File: src/cpuConsts.svh
`ifndef CPU_CONSTS_SVH
`define CPU_CONSTS_SVH

// Data word width
`define CPU_XLEN 32

// General registers
`define CPU_NREGS 32

// Bits needed to address one register
`define CPU_RIDX 5

// Host AXI4-Lite address width
`define CPU_AXI_AW 8

`endif

File: src/cpuPkg.sv
`default_nettype none

`include "cpuConsts.svh"

package cpuPkg;

  // Major opcodes of the subset
  typedef enum logic [5:0] {
    OP_SPECIAL = 6'h00,
    OP_ADDI    = 6'h08,
    OP_ADDIU   = 6'h09,
    OP_SLTI    = 6'h0a,
    OP_ANDI    = 6'h0c,
    OP_ORI     = 6'h0d,
    OP_XORI    = 6'h0e,
    OP_LUI     = 6'h0f
  } opcodeE;

  // R-type function codes
  typedef enum logic [5:0] {
    FN_SLL  = 6'h00,
    FN_SRL  = 6'h02,
    FN_SRA  = 6'h03,
    FN_ADD  = 6'h20,
    FN_ADDU = 6'h21,
    FN_SUB  = 6'h22,
    FN_SUBU = 6'h23,
    FN_AND  = 6'h24,
    FN_OR   = 6'h25,
    FN_XOR  = 6'h26,
    FN_NOR  = 6'h27,
    FN_SLT  = 6'h2a,
    FN_SLTU = 6'h2b
  } functE;

  typedef enum logic [3:0] {
    ALU_ADD, ALU_SUB, ALU_AND, ALU_OR, ALU_XOR, ALU_NOR,
    ALU_SLT, ALU_SLTU, ALU_SLL, ALU_SRL, ALU_SRA, ALU_LUI
  } aluOpE;

  typedef enum logic [1:0] {OKAY = 2'b00, SLVERR = 2'b10} axiRespE;

  typedef enum logic {IDLE, RESP} axiWrStateE;

  // Instruction word in R-type layout; I-type immediate is {rd, shamt, funct}
  typedef struct packed {
    logic [5:0]           opcode;
    logic [`CPU_RIDX-1:0] rs;
    logic [`CPU_RIDX-1:0] rt;
    logic [`CPU_RIDX-1:0] rd;
    logic [4:0]           shamt;
    logic [5:0]           funct;
  } instrT;

  typedef struct packed {
    logic                 valid;
    aluOpE                aluOp;
    logic                 aluSrc;
    logic                 useShamt;
    logic [4:0]           shamt;
    logic                 regWrite;
    logic [`CPU_RIDX-1:0] dest;
    logic [`CPU_RIDX-1:0] rs;
    logic [`CPU_RIDX-1:0] rt;
    logic [`CPU_XLEN-1:0] readData1;
    logic [`CPU_XLEN-1:0] readData2;
    logic [`CPU_XLEN-1:0] imm;
  } idExT;

  typedef struct packed {
    logic                 regWrite;
    logic [`CPU_RIDX-1:0] dest;
    logic [`CPU_XLEN-1:0] result;
  } exWbT;

  // Registered R channel payload
  typedef struct packed {
    axiRespE              resp;
    logic [`CPU_XLEN-1:0] data;
  } axiRdRespT;

endpackage

`default_nettype wire

File: src/axiLiteSlave.sv
`default_nettype none

`include "cpuConsts.svh"

module axiLiteSlave
  import cpuPkg::*;
(
  input  logic                    Clk,
  input  logic                    arstN,
  input  logic [`CPU_AXI_AW-1:0]  AWADDR,
  input  logic                    AWVALID,
  output logic                    AWREADY,
  input  logic [`CPU_XLEN-1:0]    WDATA,
  input  logic [`CPU_XLEN/8-1:0]  WSTRB,
  input  logic                    WVALID,
  output logic                    WREADY,
  output logic                    BVALID,
  output logic [1:0]              BRESP,
  input  logic                    BREADY,
  input  logic [`CPU_AXI_AW-1:0]  ARADDR,
  input  logic                    ARVALID,
  output logic                    ARREADY,
  output logic                    RVALID,
  output logic [`CPU_XLEN-1:0]    RDATA,
  output logic [1:0]              RRESP,
  input  logic                    RREADY,
  output logic                    instrValid,
  output logic [`CPU_XLEN-1:0]    instrWord,
  output logic [`CPU_RIDX-1:0]    hostRegIdx,
  input  logic [`CPU_XLEN-1:0]    hostRegData
);

  axiWrStateE wrState;
  axiRespE    bResp;
  logic       wrFire;
  logic       wrOk;
  logic       rValid;
  logic       arFire;
  logic       arInRange;
  axiRdRespT  rdResp;

  // Address and data are taken together, never one without the other
  assign wrFire  = (wrState == IDLE) && AWVALID && WVALID;
  assign AWREADY = wrFire;
  assign WREADY  = wrFire;
  assign wrOk    = (AWADDR == '0) && (&WSTRB);

  always_ff @(posedge Clk or negedge arstN) begin
    if (!arstN) begin
      wrState <= IDLE;
      bResp   <= OKAY;
    end else begin
      case (wrState)
        IDLE: begin
          if (wrFire) begin
            wrState <= RESP;
            bResp   <= wrOk ? OKAY : SLVERR;
          end
        end
        RESP: begin
          if (BREADY) begin
            wrState <= IDLE;
          end
        end
        default: wrState <= IDLE;
      endcase
    end
  end

  assign BVALID = (wrState == RESP);
  assign BRESP  = bResp;

  // One-cycle issue pulse into decode
  always_ff @(posedge Clk or negedge arstN) begin
    if (!arstN) begin
      instrValid <= 1'b0;
    end else begin
      instrValid <= wrFire && wrOk;
    end
  end

  always_ff @(posedge Clk) begin
    if (wrFire) begin
      instrWord <= WDATA;
    end
  end

  // Register read port, one word per register
  assign ARREADY    = !rValid;
  assign arFire     = ARVALID && ARREADY;
  assign hostRegIdx = ARADDR[`CPU_RIDX+1:2];
  assign arInRange  = (ARADDR[`CPU_AXI_AW-1:`CPU_RIDX+2] == '0);

  always_ff @(posedge Clk or negedge arstN) begin
    if (!arstN) begin
      rValid <= 1'b0;
    end else if (arFire) begin
      rValid <= 1'b1;
    end else if (RREADY) begin
      rValid <= 1'b0;
    end
  end

  always_ff @(posedge Clk) begin
    if (arFire) begin
      if (arInRange) begin
        rdResp <= '{resp: OKAY, data: hostRegData};
      end else begin
        rdResp <= '{resp: SLVERR, data: '0};
      end
    end
  end

  assign RVALID = rValid;
  assign RDATA  = rdResp.data;
  assign RRESP  = rdResp.resp;

  aBHold: assert property (@(posedge Clk) disable iff (!arstN)
    BVALID && !BREADY |=> BVALID && $stable(BRESP));

  aRHold: assert property (@(posedge Clk) disable iff (!arstN)
    RVALID && !RREADY |=> RVALID && $stable(RDATA) && $stable(RRESP));

endmodule

`default_nettype wire

File: src/instrDecode.sv
`default_nettype none

`include "cpuConsts.svh"

module instrDecode
  import cpuPkg::*;
(
  input  logic                  Clk,
  input  logic                  arstN,
  input  logic                  instrValid,
  input  logic [`CPU_XLEN-1:0]  instrWord,
  output logic [`CPU_RIDX-1:0]  rsIdx,
  output logic [`CPU_RIDX-1:0]  rtIdx,
  input  logic [`CPU_XLEN-1:0]  rsData,
  input  logic [`CPU_XLEN-1:0]  rtData,
  output idExT                  idEx
);

  instrT                instr;
  logic [15:0]          imm16;
  logic [`CPU_XLEN-1:0] extImm;
  logic [`CPU_RIDX-1:0] dest;
  aluOpE                aluOp;
  logic                 aluSrc;
  logic                 useShamt;
  logic                 zeroExt;
  logic                 rType;
  logic                 known;

  assign instr = instrT'(instrWord);
  assign rsIdx = instr.rs;
  assign rtIdx = instr.rt;
  assign imm16 = {instr.rd, instr.shamt, instr.funct};

  always_comb begin
    aluOp    = ALU_ADD;
    aluSrc   = 1'b0;
    useShamt = 1'b0;
    zeroExt  = 1'b0;
    rType    = 1'b0;
    known    = 1'b1;
    case (instr.opcode)
      OP_SPECIAL: begin
        rType = 1'b1;
        case (instr.funct)
          FN_ADD, FN_ADDU: aluOp = ALU_ADD;
          FN_SUB, FN_SUBU: aluOp = ALU_SUB;
          FN_AND:          aluOp = ALU_AND;
          FN_OR:           aluOp = ALU_OR;
          FN_XOR:          aluOp = ALU_XOR;
          FN_NOR:          aluOp = ALU_NOR;
          FN_SLT:          aluOp = ALU_SLT;
          FN_SLTU:         aluOp = ALU_SLTU;
          FN_SLL: begin
            aluOp    = ALU_SLL;
            useShamt = 1'b1;
          end
          FN_SRL: begin
            aluOp    = ALU_SRL;
            useShamt = 1'b1;
          end
          FN_SRA: begin
            aluOp    = ALU_SRA;
            useShamt = 1'b1;
          end
          default: known = 1'b0;
        endcase
      end
      // No overflow trap, addi behaves like addiu
      OP_ADDI, OP_ADDIU: begin
        aluOp  = ALU_ADD;
        aluSrc = 1'b1;
      end
      OP_SLTI: begin
        aluOp  = ALU_SLT;
        aluSrc = 1'b1;
      end
      OP_ANDI: begin
        aluOp   = ALU_AND;
        aluSrc  = 1'b1;
        zeroExt = 1'b1;
      end
      OP_ORI: begin
        aluOp   = ALU_OR;
        aluSrc  = 1'b1;
        zeroExt = 1'b1;
      end
      OP_XORI: begin
        aluOp   = ALU_XOR;
        aluSrc  = 1'b1;
        zeroExt = 1'b1;
      end
      OP_LUI: begin
        aluOp   = ALU_LUI;
        aluSrc  = 1'b1;
        zeroExt = 1'b1;
      end
      default: known = 1'b0;
    endcase
  end

  // Logical immediates are zero extended
  assign extImm = zeroExt ? {{(`CPU_XLEN-16){1'b0}}, imm16}
                          : {{(`CPU_XLEN-16){imm16[15]}}, imm16};
  assign dest   = rType ? instr.rd : instr.rt;

  // ID/EX register
  always_ff @(posedge Clk or negedge arstN) begin
    if (!arstN) begin
      idEx.valid    <= 1'b0;
      idEx.aluOp    <= ALU_ADD;
      idEx.aluSrc   <= 1'b0;
      idEx.useShamt <= 1'b0;
      idEx.shamt    <= '0;
      idEx.regWrite <= 1'b0;
    end else begin
      idEx.valid     <= instrValid;
      idEx.aluOp     <= aluOp;
      idEx.aluSrc    <= aluSrc;
      idEx.useShamt  <= useShamt;
      idEx.shamt     <= instr.shamt;
      idEx.regWrite  <= instrValid && known && (dest != '0);
      idEx.dest      <= dest;
      idEx.rs        <= instr.rs;
      idEx.rt        <= instr.rt;
      idEx.readData1 <= rsData;
      idEx.readData2 <= rtData;
      idEx.imm       <= extImm;
    end
  end

  aNoZeroDest: assert property (@(posedge Clk) disable iff (!arstN)
    idEx.regWrite |-> idEx.valid && (idEx.dest != '0));

endmodule

`default_nettype wire

File: src/aluExecute.sv
`default_nettype none

`include "cpuConsts.svh"

module aluExecute
  import cpuPkg::*;
(
  input  logic Clk,
  input  logic arstN,
  input  idExT idEx,
  output exWbT exWb
);

  logic [`CPU_XLEN-1:0] fwdRs;
  logic [`CPU_XLEN-1:0] fwdRt;
  logic [`CPU_XLEN-1:0] opA;
  logic [`CPU_XLEN-1:0] opB;
  logic [4:0]           shAmt;
  logic [`CPU_XLEN-1:0] aluResult;

  // Previous instruction's result bypasses the register file
  assign fwdRs = (exWb.regWrite && (exWb.dest != '0) && (exWb.dest == idEx.rs))
                 ? exWb.result : idEx.readData1;
  assign fwdRt = (exWb.regWrite && (exWb.dest != '0) && (exWb.dest == idEx.rt))
                 ? exWb.result : idEx.readData2;

  assign opA   = fwdRs;
  assign opB   = idEx.aluSrc ? idEx.imm : fwdRt;
  assign shAmt = idEx.useShamt ? idEx.shamt : opA[4:0];

  always_comb begin
    case (idEx.aluOp)
      ALU_ADD:  aluResult = opA + opB;
      ALU_SUB:  aluResult = opA - opB;
      ALU_AND:  aluResult = opA & opB;
      ALU_OR:   aluResult = opA | opB;
      ALU_XOR:  aluResult = opA ^ opB;
      ALU_NOR:  aluResult = ~(opA | opB);
      ALU_SLT:  aluResult = {{(`CPU_XLEN-1){1'b0}}, $signed(opA) < $signed(opB)};
      ALU_SLTU: aluResult = {{(`CPU_XLEN-1){1'b0}}, opA < opB};
      // Shifts operate on rt
      ALU_SLL:  aluResult = opB << shAmt;
      ALU_SRL:  aluResult = opB >> shAmt;
      ALU_SRA:  aluResult = $unsigned($signed(opB) >>> shAmt);
      ALU_LUI:  aluResult = {opB[15:0], 16'h0000};
      default:  aluResult = '0;
    endcase
  end

  // EX/WB register
  always_ff @(posedge Clk or negedge arstN) begin
    if (!arstN) begin
      exWb.regWrite <= 1'b0;
    end else begin
      exWb.regWrite <= idEx.regWrite;
      exWb.dest     <= idEx.dest;
      exWb.result   <= aluResult;
    end
  end

  aWbFollowsId: assert property (@(posedge Clk) disable iff (!arstN)
    exWb.regWrite |-> $past(idEx.valid));

endmodule

`default_nettype wire

File: src/regFile.sv
`default_nettype none

`include "cpuConsts.svh"

module regFile
  import cpuPkg::*;
(
  input  logic                  Clk,
  input  logic                  arstN,
  input  exWbT                  exWb,
  input  logic [`CPU_RIDX-1:0]  rsIdx,
  input  logic [`CPU_RIDX-1:0]  rtIdx,
  input  logic [`CPU_RIDX-1:0]  hostRegIdx,
  output logic [`CPU_XLEN-1:0]  rsData,
  output logic [`CPU_XLEN-1:0]  rtData,
  output logic [`CPU_XLEN-1:0]  hostRegData
);

  logic [`CPU_XLEN-1:0] regs [`CPU_NREGS];

  // Write-through covers the instruction two ahead
  function automatic logic [`CPU_XLEN-1:0] rdPort(input logic [`CPU_RIDX-1:0] idx);
    if (idx == '0) begin
      return '0;
    end
    if (exWb.regWrite && (exWb.dest == idx)) begin
      return exWb.result;
    end
    return regs[idx];
  endfunction

  always_ff @(posedge Clk or negedge arstN) begin
    if (!arstN) begin
      for (int i = 0; i < `CPU_NREGS; i++) begin
        regs[i] <= '0;
      end
    end else if (exWb.regWrite && (exWb.dest != '0)) begin
      regs[exWb.dest] <= exWb.result;
    end
  end

  always_comb begin
    rsData      = rdPort(rsIdx);
    rtData      = rdPort(rtIdx);
    hostRegData = rdPort(hostRegIdx);
  end

endmodule

`default_nettype wire

File: src/cpuTop.sv
`default_nettype none

`include "cpuConsts.svh"

module cpuTop
  import cpuPkg::*;
(
  input  logic                    Clk,
  input  logic                    arstN,
  input  logic [`CPU_AXI_AW-1:0]  AWADDR,
  input  logic                    AWVALID,
  output logic                    AWREADY,
  input  logic [`CPU_XLEN-1:0]    WDATA,
  input  logic [`CPU_XLEN/8-1:0]  WSTRB,
  input  logic                    WVALID,
  output logic                    WREADY,
  output logic                    BVALID,
  output logic [1:0]              BRESP,
  input  logic                    BREADY,
  input  logic [`CPU_AXI_AW-1:0]  ARADDR,
  input  logic                    ARVALID,
  output logic                    ARREADY,
  output logic                    RVALID,
  output logic [`CPU_XLEN-1:0]    RDATA,
  output logic [1:0]              RRESP,
  input  logic                    RREADY
);

  logic                 instrValid;
  logic [`CPU_XLEN-1:0] instrWord;
  logic [`CPU_RIDX-1:0] rsIdx;
  logic [`CPU_RIDX-1:0] rtIdx;
  logic [`CPU_RIDX-1:0] hostRegIdx;
  logic [`CPU_XLEN-1:0] rsData;
  logic [`CPU_XLEN-1:0] rtData;
  logic [`CPU_XLEN-1:0] hostRegData;
  idExT                 idEx;
  exWbT                 exWb;

  axiLiteSlave uSlave (
    .Clk         (Clk),
    .arstN       (arstN),
    .AWADDR      (AWADDR),
    .AWVALID     (AWVALID),
    .AWREADY     (AWREADY),
    .WDATA       (WDATA),
    .WSTRB       (WSTRB),
    .WVALID      (WVALID),
    .WREADY      (WREADY),
    .BVALID      (BVALID),
    .BRESP       (BRESP),
    .BREADY      (BREADY),
    .ARADDR      (ARADDR),
    .ARVALID     (ARVALID),
    .ARREADY     (ARREADY),
    .RVALID      (RVALID),
    .RDATA       (RDATA),
    .RRESP       (RRESP),
    .RREADY      (RREADY),
    .instrValid  (instrValid),
    .instrWord   (instrWord),
    .hostRegIdx  (hostRegIdx),
    .hostRegData (hostRegData)
  );

  instrDecode uDecode (
    .Clk        (Clk),
    .arstN      (arstN),
    .instrValid (instrValid),
    .instrWord  (instrWord),
    .rsIdx      (rsIdx),
    .rtIdx      (rtIdx),
    .rsData     (rsData),
    .rtData     (rtData),
    .idEx       (idEx)
  );

  aluExecute uExecute (
    .Clk   (Clk),
    .arstN (arstN),
    .idEx  (idEx),
    .exWb  (exWb)
  );

  // Result stage is the register file write port
  regFile uRegFile (
    .Clk         (Clk),
    .arstN       (arstN),
    .exWb        (exWb),
    .rsIdx       (rsIdx),
    .rtIdx       (rtIdx),
    .hostRegIdx  (hostRegIdx),
    .rsData      (rsData),
    .rtData      (rtData),
    .hostRegData (hostRegData)
  );

endmodule

`default_nettype wire

File: config.mk
export PLATFORM = sky130hd
export DESIGN_NAME = cpuTop
export DESIGN_NICKNAME = d
export VERILOG_FILES = /design/src/cpuPkg.sv /design/src/axiLiteSlave.sv /design/src/instrDecode.sv /design/src/aluExecute.sv /design/src/regFile.sv /design/src/cpuTop.sv
export VERILOG_INCLUDE_DIRS = /design/src
export SDC_FILE = /design/constraint.sdc
export NUM_CORES = 2
export LEC_CHECK = 0
export ABC_CLOCK_PERIOD_IN_PS = 10000
export BUFFER_PORTS_ARGS = -buffer_cell sky130_fd_sc_hd__buf_4
export CORE_AREA = 2 2 645 326
export CTS_CLUSTER_SIZE = 28
export DETAILED_ROUTE_END_ITERATION = 12
export DIE_AREA = 0 0 647 328
export PLACE_DENSITY = 0.62
export SYNTH_ARGS = -nofsm -noshare
export SYNTH_HDL_FRONTEND = slang
export SYNTH_SLANG_ARGS = --single-unit
File: constraint.sdc
create_clock -name Clk -period 10 [get_ports Clk]
set_clock_uncertainty 0.2 [all_clocks]
set_input_delay 2.5 -clock Clk [delete_from_list [all_inputs] [get_ports Clk]]
set_output_delay 2.5 -clock Clk [all_outputs]
set_load 0.005 [all_outputs]
After elaboration in Yosys (flattened, before gate mapping):

Index checks and enable logic that the tools add are counted.

* bits of input ports: 59
* output and inout bits: 41
* flip-flop bits (word level): 1241

* eq/ne operators: 35
* bitwise logic cells: 9
* $lt $le $gt $ge: 7
* shifts and indexed selects: 3
* $add $sub $neg: 2
* multiplexer cells: 55
* reductions and logical operators: 32

Operators with widths (number)
* bitwise mux 1024 bit: 1
* two-way mux 32 bit: 22
* binary-select mux 32 bit (select 5 bit): 3
* one-hot mux 32 bit (12 select lines): 1
* demux 32 bit (select 5 bit): 1
* < comparator 32 bit: 2
* equality test 6 bit (second input constant): 10
* equality test 6 x 4 -> 1 bit (second input constant): 7
* one-hot mux 4 bit (10 select lines): 1
* two-way mux 34 bit: 1
* adder 32 bit: 1
* AND 32 bit: 1
* inverter 32 bit: 1
* OR 32 bit: 1
* << shifter 32 x 5 -> 32 bit: 1
* right shift 32 x 5 -> 32 bit: 1
* >>> shifter 32 x 5 -> 32 bit: 1
* subtractor 32 bit: 1
* bitwise XOR 32 bit: 1
* equality test 5 bit: 5
* greater-or-equal comparator 6 bit (second input constant): 4
* inverter 5 -> 6 bit: 4
* one-hot mux 4 bit (6 select lines): 1
* two-way mux 1 bit: 19
* 25 further kinds: 52

Logic depth before layout (Yosys ltp):

* word-level depth: 8
* mapped depth: 21
* depth with buffers taken out: 18

Modules after synthesis:

A second synthesis with hierarchy kept.

* cells, all modules: 6413
* area total of the unflattened synthesis: 81723.4 µm²

By module, submodules not included
* regFile: instances 1, cells each 4565, area an instance 63851.2 µm²
* aluExecute: instances 1, cells each 1534, area an instance 11669.9 µm²
* instrDecode: instances 1, cells each 188, area an instance 3771.1 µm²
* axiLiteSlave: instances 1, cells each 126, area an instance 2431.1 µm²

Least setup slack after synthesis:

No wires, ideal clock.

* path kind: input -> output
* from: input WVALID
* to: output WREADY
* buffers on the path: 1
* data arrival time: 3541 ps
* stages on the path: 3
* setup slack: 3759 ps
* cells stage by stage: nand3_1 > inv_1 > buf_4

* cells in the longest elaborated chain, start to end: 1

Ends and longest elaborated chain
* from (decl): line cpuTop.sv:15 `input logic WVALID,`
* logical AND 1 bit: line axiLiteSlave.sv:43 `assign wrFire = (wrState == IDLE) && AWVALID && WVALID;`
* to (decl): line cpuTop.sv:16 `output logic WREADY,`

No other way between the ends.

Worst setup path after layout:

* from: register, netlist name uExecute.exWb[34]
* to: register, netlist name uExecute.exWb[30]

* cells in the longest elaborated chain, start to end: 8
* elaborated cells on any way between the ends: 20

Ends and longest elaborated chain
* parallel branches: the longest is 7 deep, another holds subtractor 32 bit
* one-hot mux 32 bit (12 select lines) *: line aluExecute.sv:32 `case (idEx.aluOp)`

Mark *: on every way between the ends.
A chain may end at the register's enable or synchronous reset.

==> flow_summary.ini <==
[outcome]
outcome = complete, no violations

[worst_hold_path]
hp-class = reg2reg

[route]
wl_met2_mm = 119
ant_nets = 0
dr_wl_met3_mm = 30.5
wl_mm = 274
vias = 56500
wl_per_cell_um = 32.4
drtIter0Drc = 7116
met1_length_mm = 113
topRoutingLayerUsed = met5
firstDrtPassIters = 9
routed_via_density = 6.67
drc_errors = 0

[timing]
finalCriticalPeriod_ns = 7.46
timing.final.crit_share_pct = 74.6
max_freq_mhz = 134
rsz0062_at_grt = no
tns_ns = 0
slew-limit-headroom_pct = 12.4
setup_violations = 0
hold_viol = 0
drv_slew = 0
tightestPinTransition_ns = 1.28

[worst_setup_path]
cp_cell_sequence = nor3_4 -> a211o_4 -> or2_4 -> a221oi_4 -> buf_4 -> inv_1 -> ha_1 -> inv_1 -> fa_1 -> nor2b_1 -> o211a_1 -> o31ai_1 -> o311ai_1 -> a221o_1 -> a2111oi_1 -> o21ai_0 -> nand2_1 -> o2111ai_1 -> a21o_1
critPathBufInv = 3
cp_data_arrival_time_ns = 7.78
worst_path_dominant_cell_family = compound AO/OA/AOI/OAI gates
start_kind = register
slowest_stage = a2111oi_1
end_kind = register
crit_fanout = 34
crit_path_frequent_cell = inv_1
critPathKind = reg2reg
worstPathRequired_ns = 10.32
max_stage_delay_ns = 0.82

[clock_network]
cts_hold_buffers = 0
cts-root-buf = clkbuf_16
cts_tree = yes
cts_sinks = 1239
postCtsSetupBuffers = 0
htreeDepth = 4
cts.path.max_buffers = 3
clk_pin_slew_ns = 0.07
ctsResizeCount = 0
cts_made_buffers = 130
clk_latency_ns = 0.80

[global_route]
antenna_found_initial = 12
grt_start_max_net_pins = 144
grt_pass1_wl_mm = 398
grt_overflow_total = 0
grt_pass1_vias = 55400
groute.usage.overall_pct = 25.6

[placement]
port_buffers = 95
gp_congestion = 0.980
hpwlAfterDp_mm = 159
dp_cells = 8224

[final_layout]
drive_above_1_share_pct = 43.4
syn_to_final_growth_pct = 9.68
nNetsFinal = 5753
fillers = 18600
stdcell_count = 8464

[power]
powerDensity_nw_per_um2 = 132
peakVddDrop_mv = 0.178
leakagePower_nw = 37.6

[yosys]
synthCells = 5891
synth-edff-count = 198
syn_area_per_cell_um2 = 13.6
ys_types = 93
netlist_area_um2 = 80200
ys_seq_area_share_pct = 39.9
ys.flop_type = dfrtp_1
ys_ff_latch = 1239
async_flop_share_pct = 84.0
ys_warn_count = 0

[floorplan]
initial_core_util_pct = 38.9
die_w_um = 647
die_y_um = 328
num_rows = 118
die-area_um2 = 212000
coreArea_um2 = 206000
num_io_pins = 100

[job]
timing.max_cap.violations = 0
==> area by class of cell <==
type / count / area [µm²] / area share, %
Timing Repair Buffer: 243 / 2080 / 2.36
Antenna cell: 1 / 2.50 / 0.00284
Multi-Input combinational cell: 3883 / 45600 / 51.8
Clock inverter: 61 / 811 / 0.921
Clock buffer: 178 / 3680 / 4.18
Sequential cell: 1239 / 32000 / 36.4
Inverter: 99 / 372 / 0.422
Tap cell: 2760 / 3450 / 3.92
==> power by group <==
part	total, mW	internal, mW	switching (mW)	leakage (nW)
Sequential	5.21	5.18	0.0278	16.5
Clock	5.17	2.95	2.22	2.20
Combinational	1.27	0.372	0.903	18.9
==> cells in the final DEF (no fill, tap or decap), types with 132 or more instances in the layout <==
cell | synthesis | routed
a21oi_1 | 144 | 144
edfxtp_1 | 198 | 198
mux2_2 | 1060 | 1060
mux4_2 | 879 | 879
buf_4 | 11 | 221
dfrtp_1 | 1041 | 1040
clkbuf_16 | 0 | 132
nand2_1 | 171 | 155
nor2_1 | 310 | 294
mux2i_1 | 261 | 261
==> stage by stage <==
stage / cell area [µm²] / setup slack [ns] / hold slack [ns] / utilization [%] / power, mW
final: 88000 / 2.54 / 0.173 / 42.7 / 11.7
after global routing: 88000 / 2.28 / 0.177 / 42.7 / 12.0
after CTS: 88000 / 2.78 / 0.168 / 42.7 / 11.7
after detailed placement: 83500 / 2.81 / 0.144 / 40.5 / 6.56
after global placement: 83500 / 2.77 / 0.134 / 40.5 / 6.56
after floorplan: 80200 / 3.76 / 0.131 / - / 6.03
==> routing by layer <==
layer / up-vias / global-route usage [%]
li1: 22700 / -
met1: 30000 / 35.9
met2: 3080 / 37.5
met3: 641 / 7.26
met4: 6 / 10.5
met5: - / 0
==> path summary, 6_finish.rpt <==
check | endpoint | cells after the start | from | slack [ns]
setup / recovery | uExecute.exWb[30]$_SDFFCE_PN0P_ | 19 | uExecute.exWb[34]$_DFFE_PP_ | 2.54
hold / removal | uExecute.exWb[37]$_DFF_PN0_ | 0 | uDecode.idEx[111]$_DFF_PN0_ | 0.17
setup reg to reg | uExecute.exWb[30]$_SDFFCE_PN0P_ | 19 | uExecute.exWb[34]$_DFFE_PP_ | 2.54
hold reg to reg | uExecute.exWb[37]$_DFF_PN0_ | 0 | uDecode.idEx[111]$_DFF_PN0_ | 0.17
max in group asynchronous | uRegFile.regs[11]$_DFFE_PN0P_ | 3 | arstN | 6.15
min in group asynchronous | uRegFile.regs[914]$_DFFE_PN0P_ | 1 | arstN | 1.45
==> registers in the layout, indices dropped and copies added, names as in the netlist <==
signal and cells:
uRegFile.regs 1024, uDecode.idEx 108, uExecute.exWb 38, uSlave.RDATA 32, uSlave.instrWord 32, uSlave.BRESP 1
uSlave.BVALID 1, uSlave.RRESP 1, uSlave.RVALID 1, uSlave.instrValid 1
==> cell usage after synthesis, drive strengths merged (32+ instances only) <==
| cell | instances | area (µm²) |
|---|---|---|
| o21ai | 111 | 556 |
| a221o | 34 | 340 |
| o211ai | 48 | 360 |
| mux2 | 1061 | 11900 |
| a211oi | 115 | 868 |
| ha | 96 | 1200 |
| mux2i | 265 | 2670 |
| inv | 96 | 360 |
| buf | 201 | 870 |
| nor2 | 311 | 1170 |
| o221ai | 38 | 333 |
| clkbuf | 470 | 1760 |
| a221oi | 69 | 628 |
| nand2 | 171 | 642 |
| mux4 | 879 | 19800 |
| a21oi | 144 | 721 |
| nand2b | 32 | 200 |
| dfrtp | 1041 | 26000 |
| nand3 | 35 | 175 |
| o22ai | 61 | 382 |
| edfxtp | 198 | 5950 |
==> worst reg2reg max path, delay by kind of cell, from the launching register on <==
| kind | cells | cell delay, ns |
|---|---|---|
| buffers and inverters | 3 | 0.40 |
| AND/OR/NAND/NOR | 4 | 1.41 |
| AO/OA/AOI/OAI | 10 | 3.88 |
| adder cells (fa/ha/maj) | 2 | 0.63 |
| flip-flops | 1 | 0.68 |
==> cells by family (layout without fill, tap and decap cells) <==
kind of cell | Yosys count | in the layout | share of synthesized area (%)
compound gates | 820 | 820 | 7.36
xor+xnor | 42 | 42 | 0.458
fa+ha+maj | 98 | 98 | 1.55
buf+inv | 770 | 581 | 3.75
flops | 1239 | 1239 | 39.9
mux | 2205 | 2205 | 42.9
other cells | 1 | 3 | 0.00467
simple gates | 716 | 716 | 4.11
No activity file was read; power rests on OpenSTA's default activity.
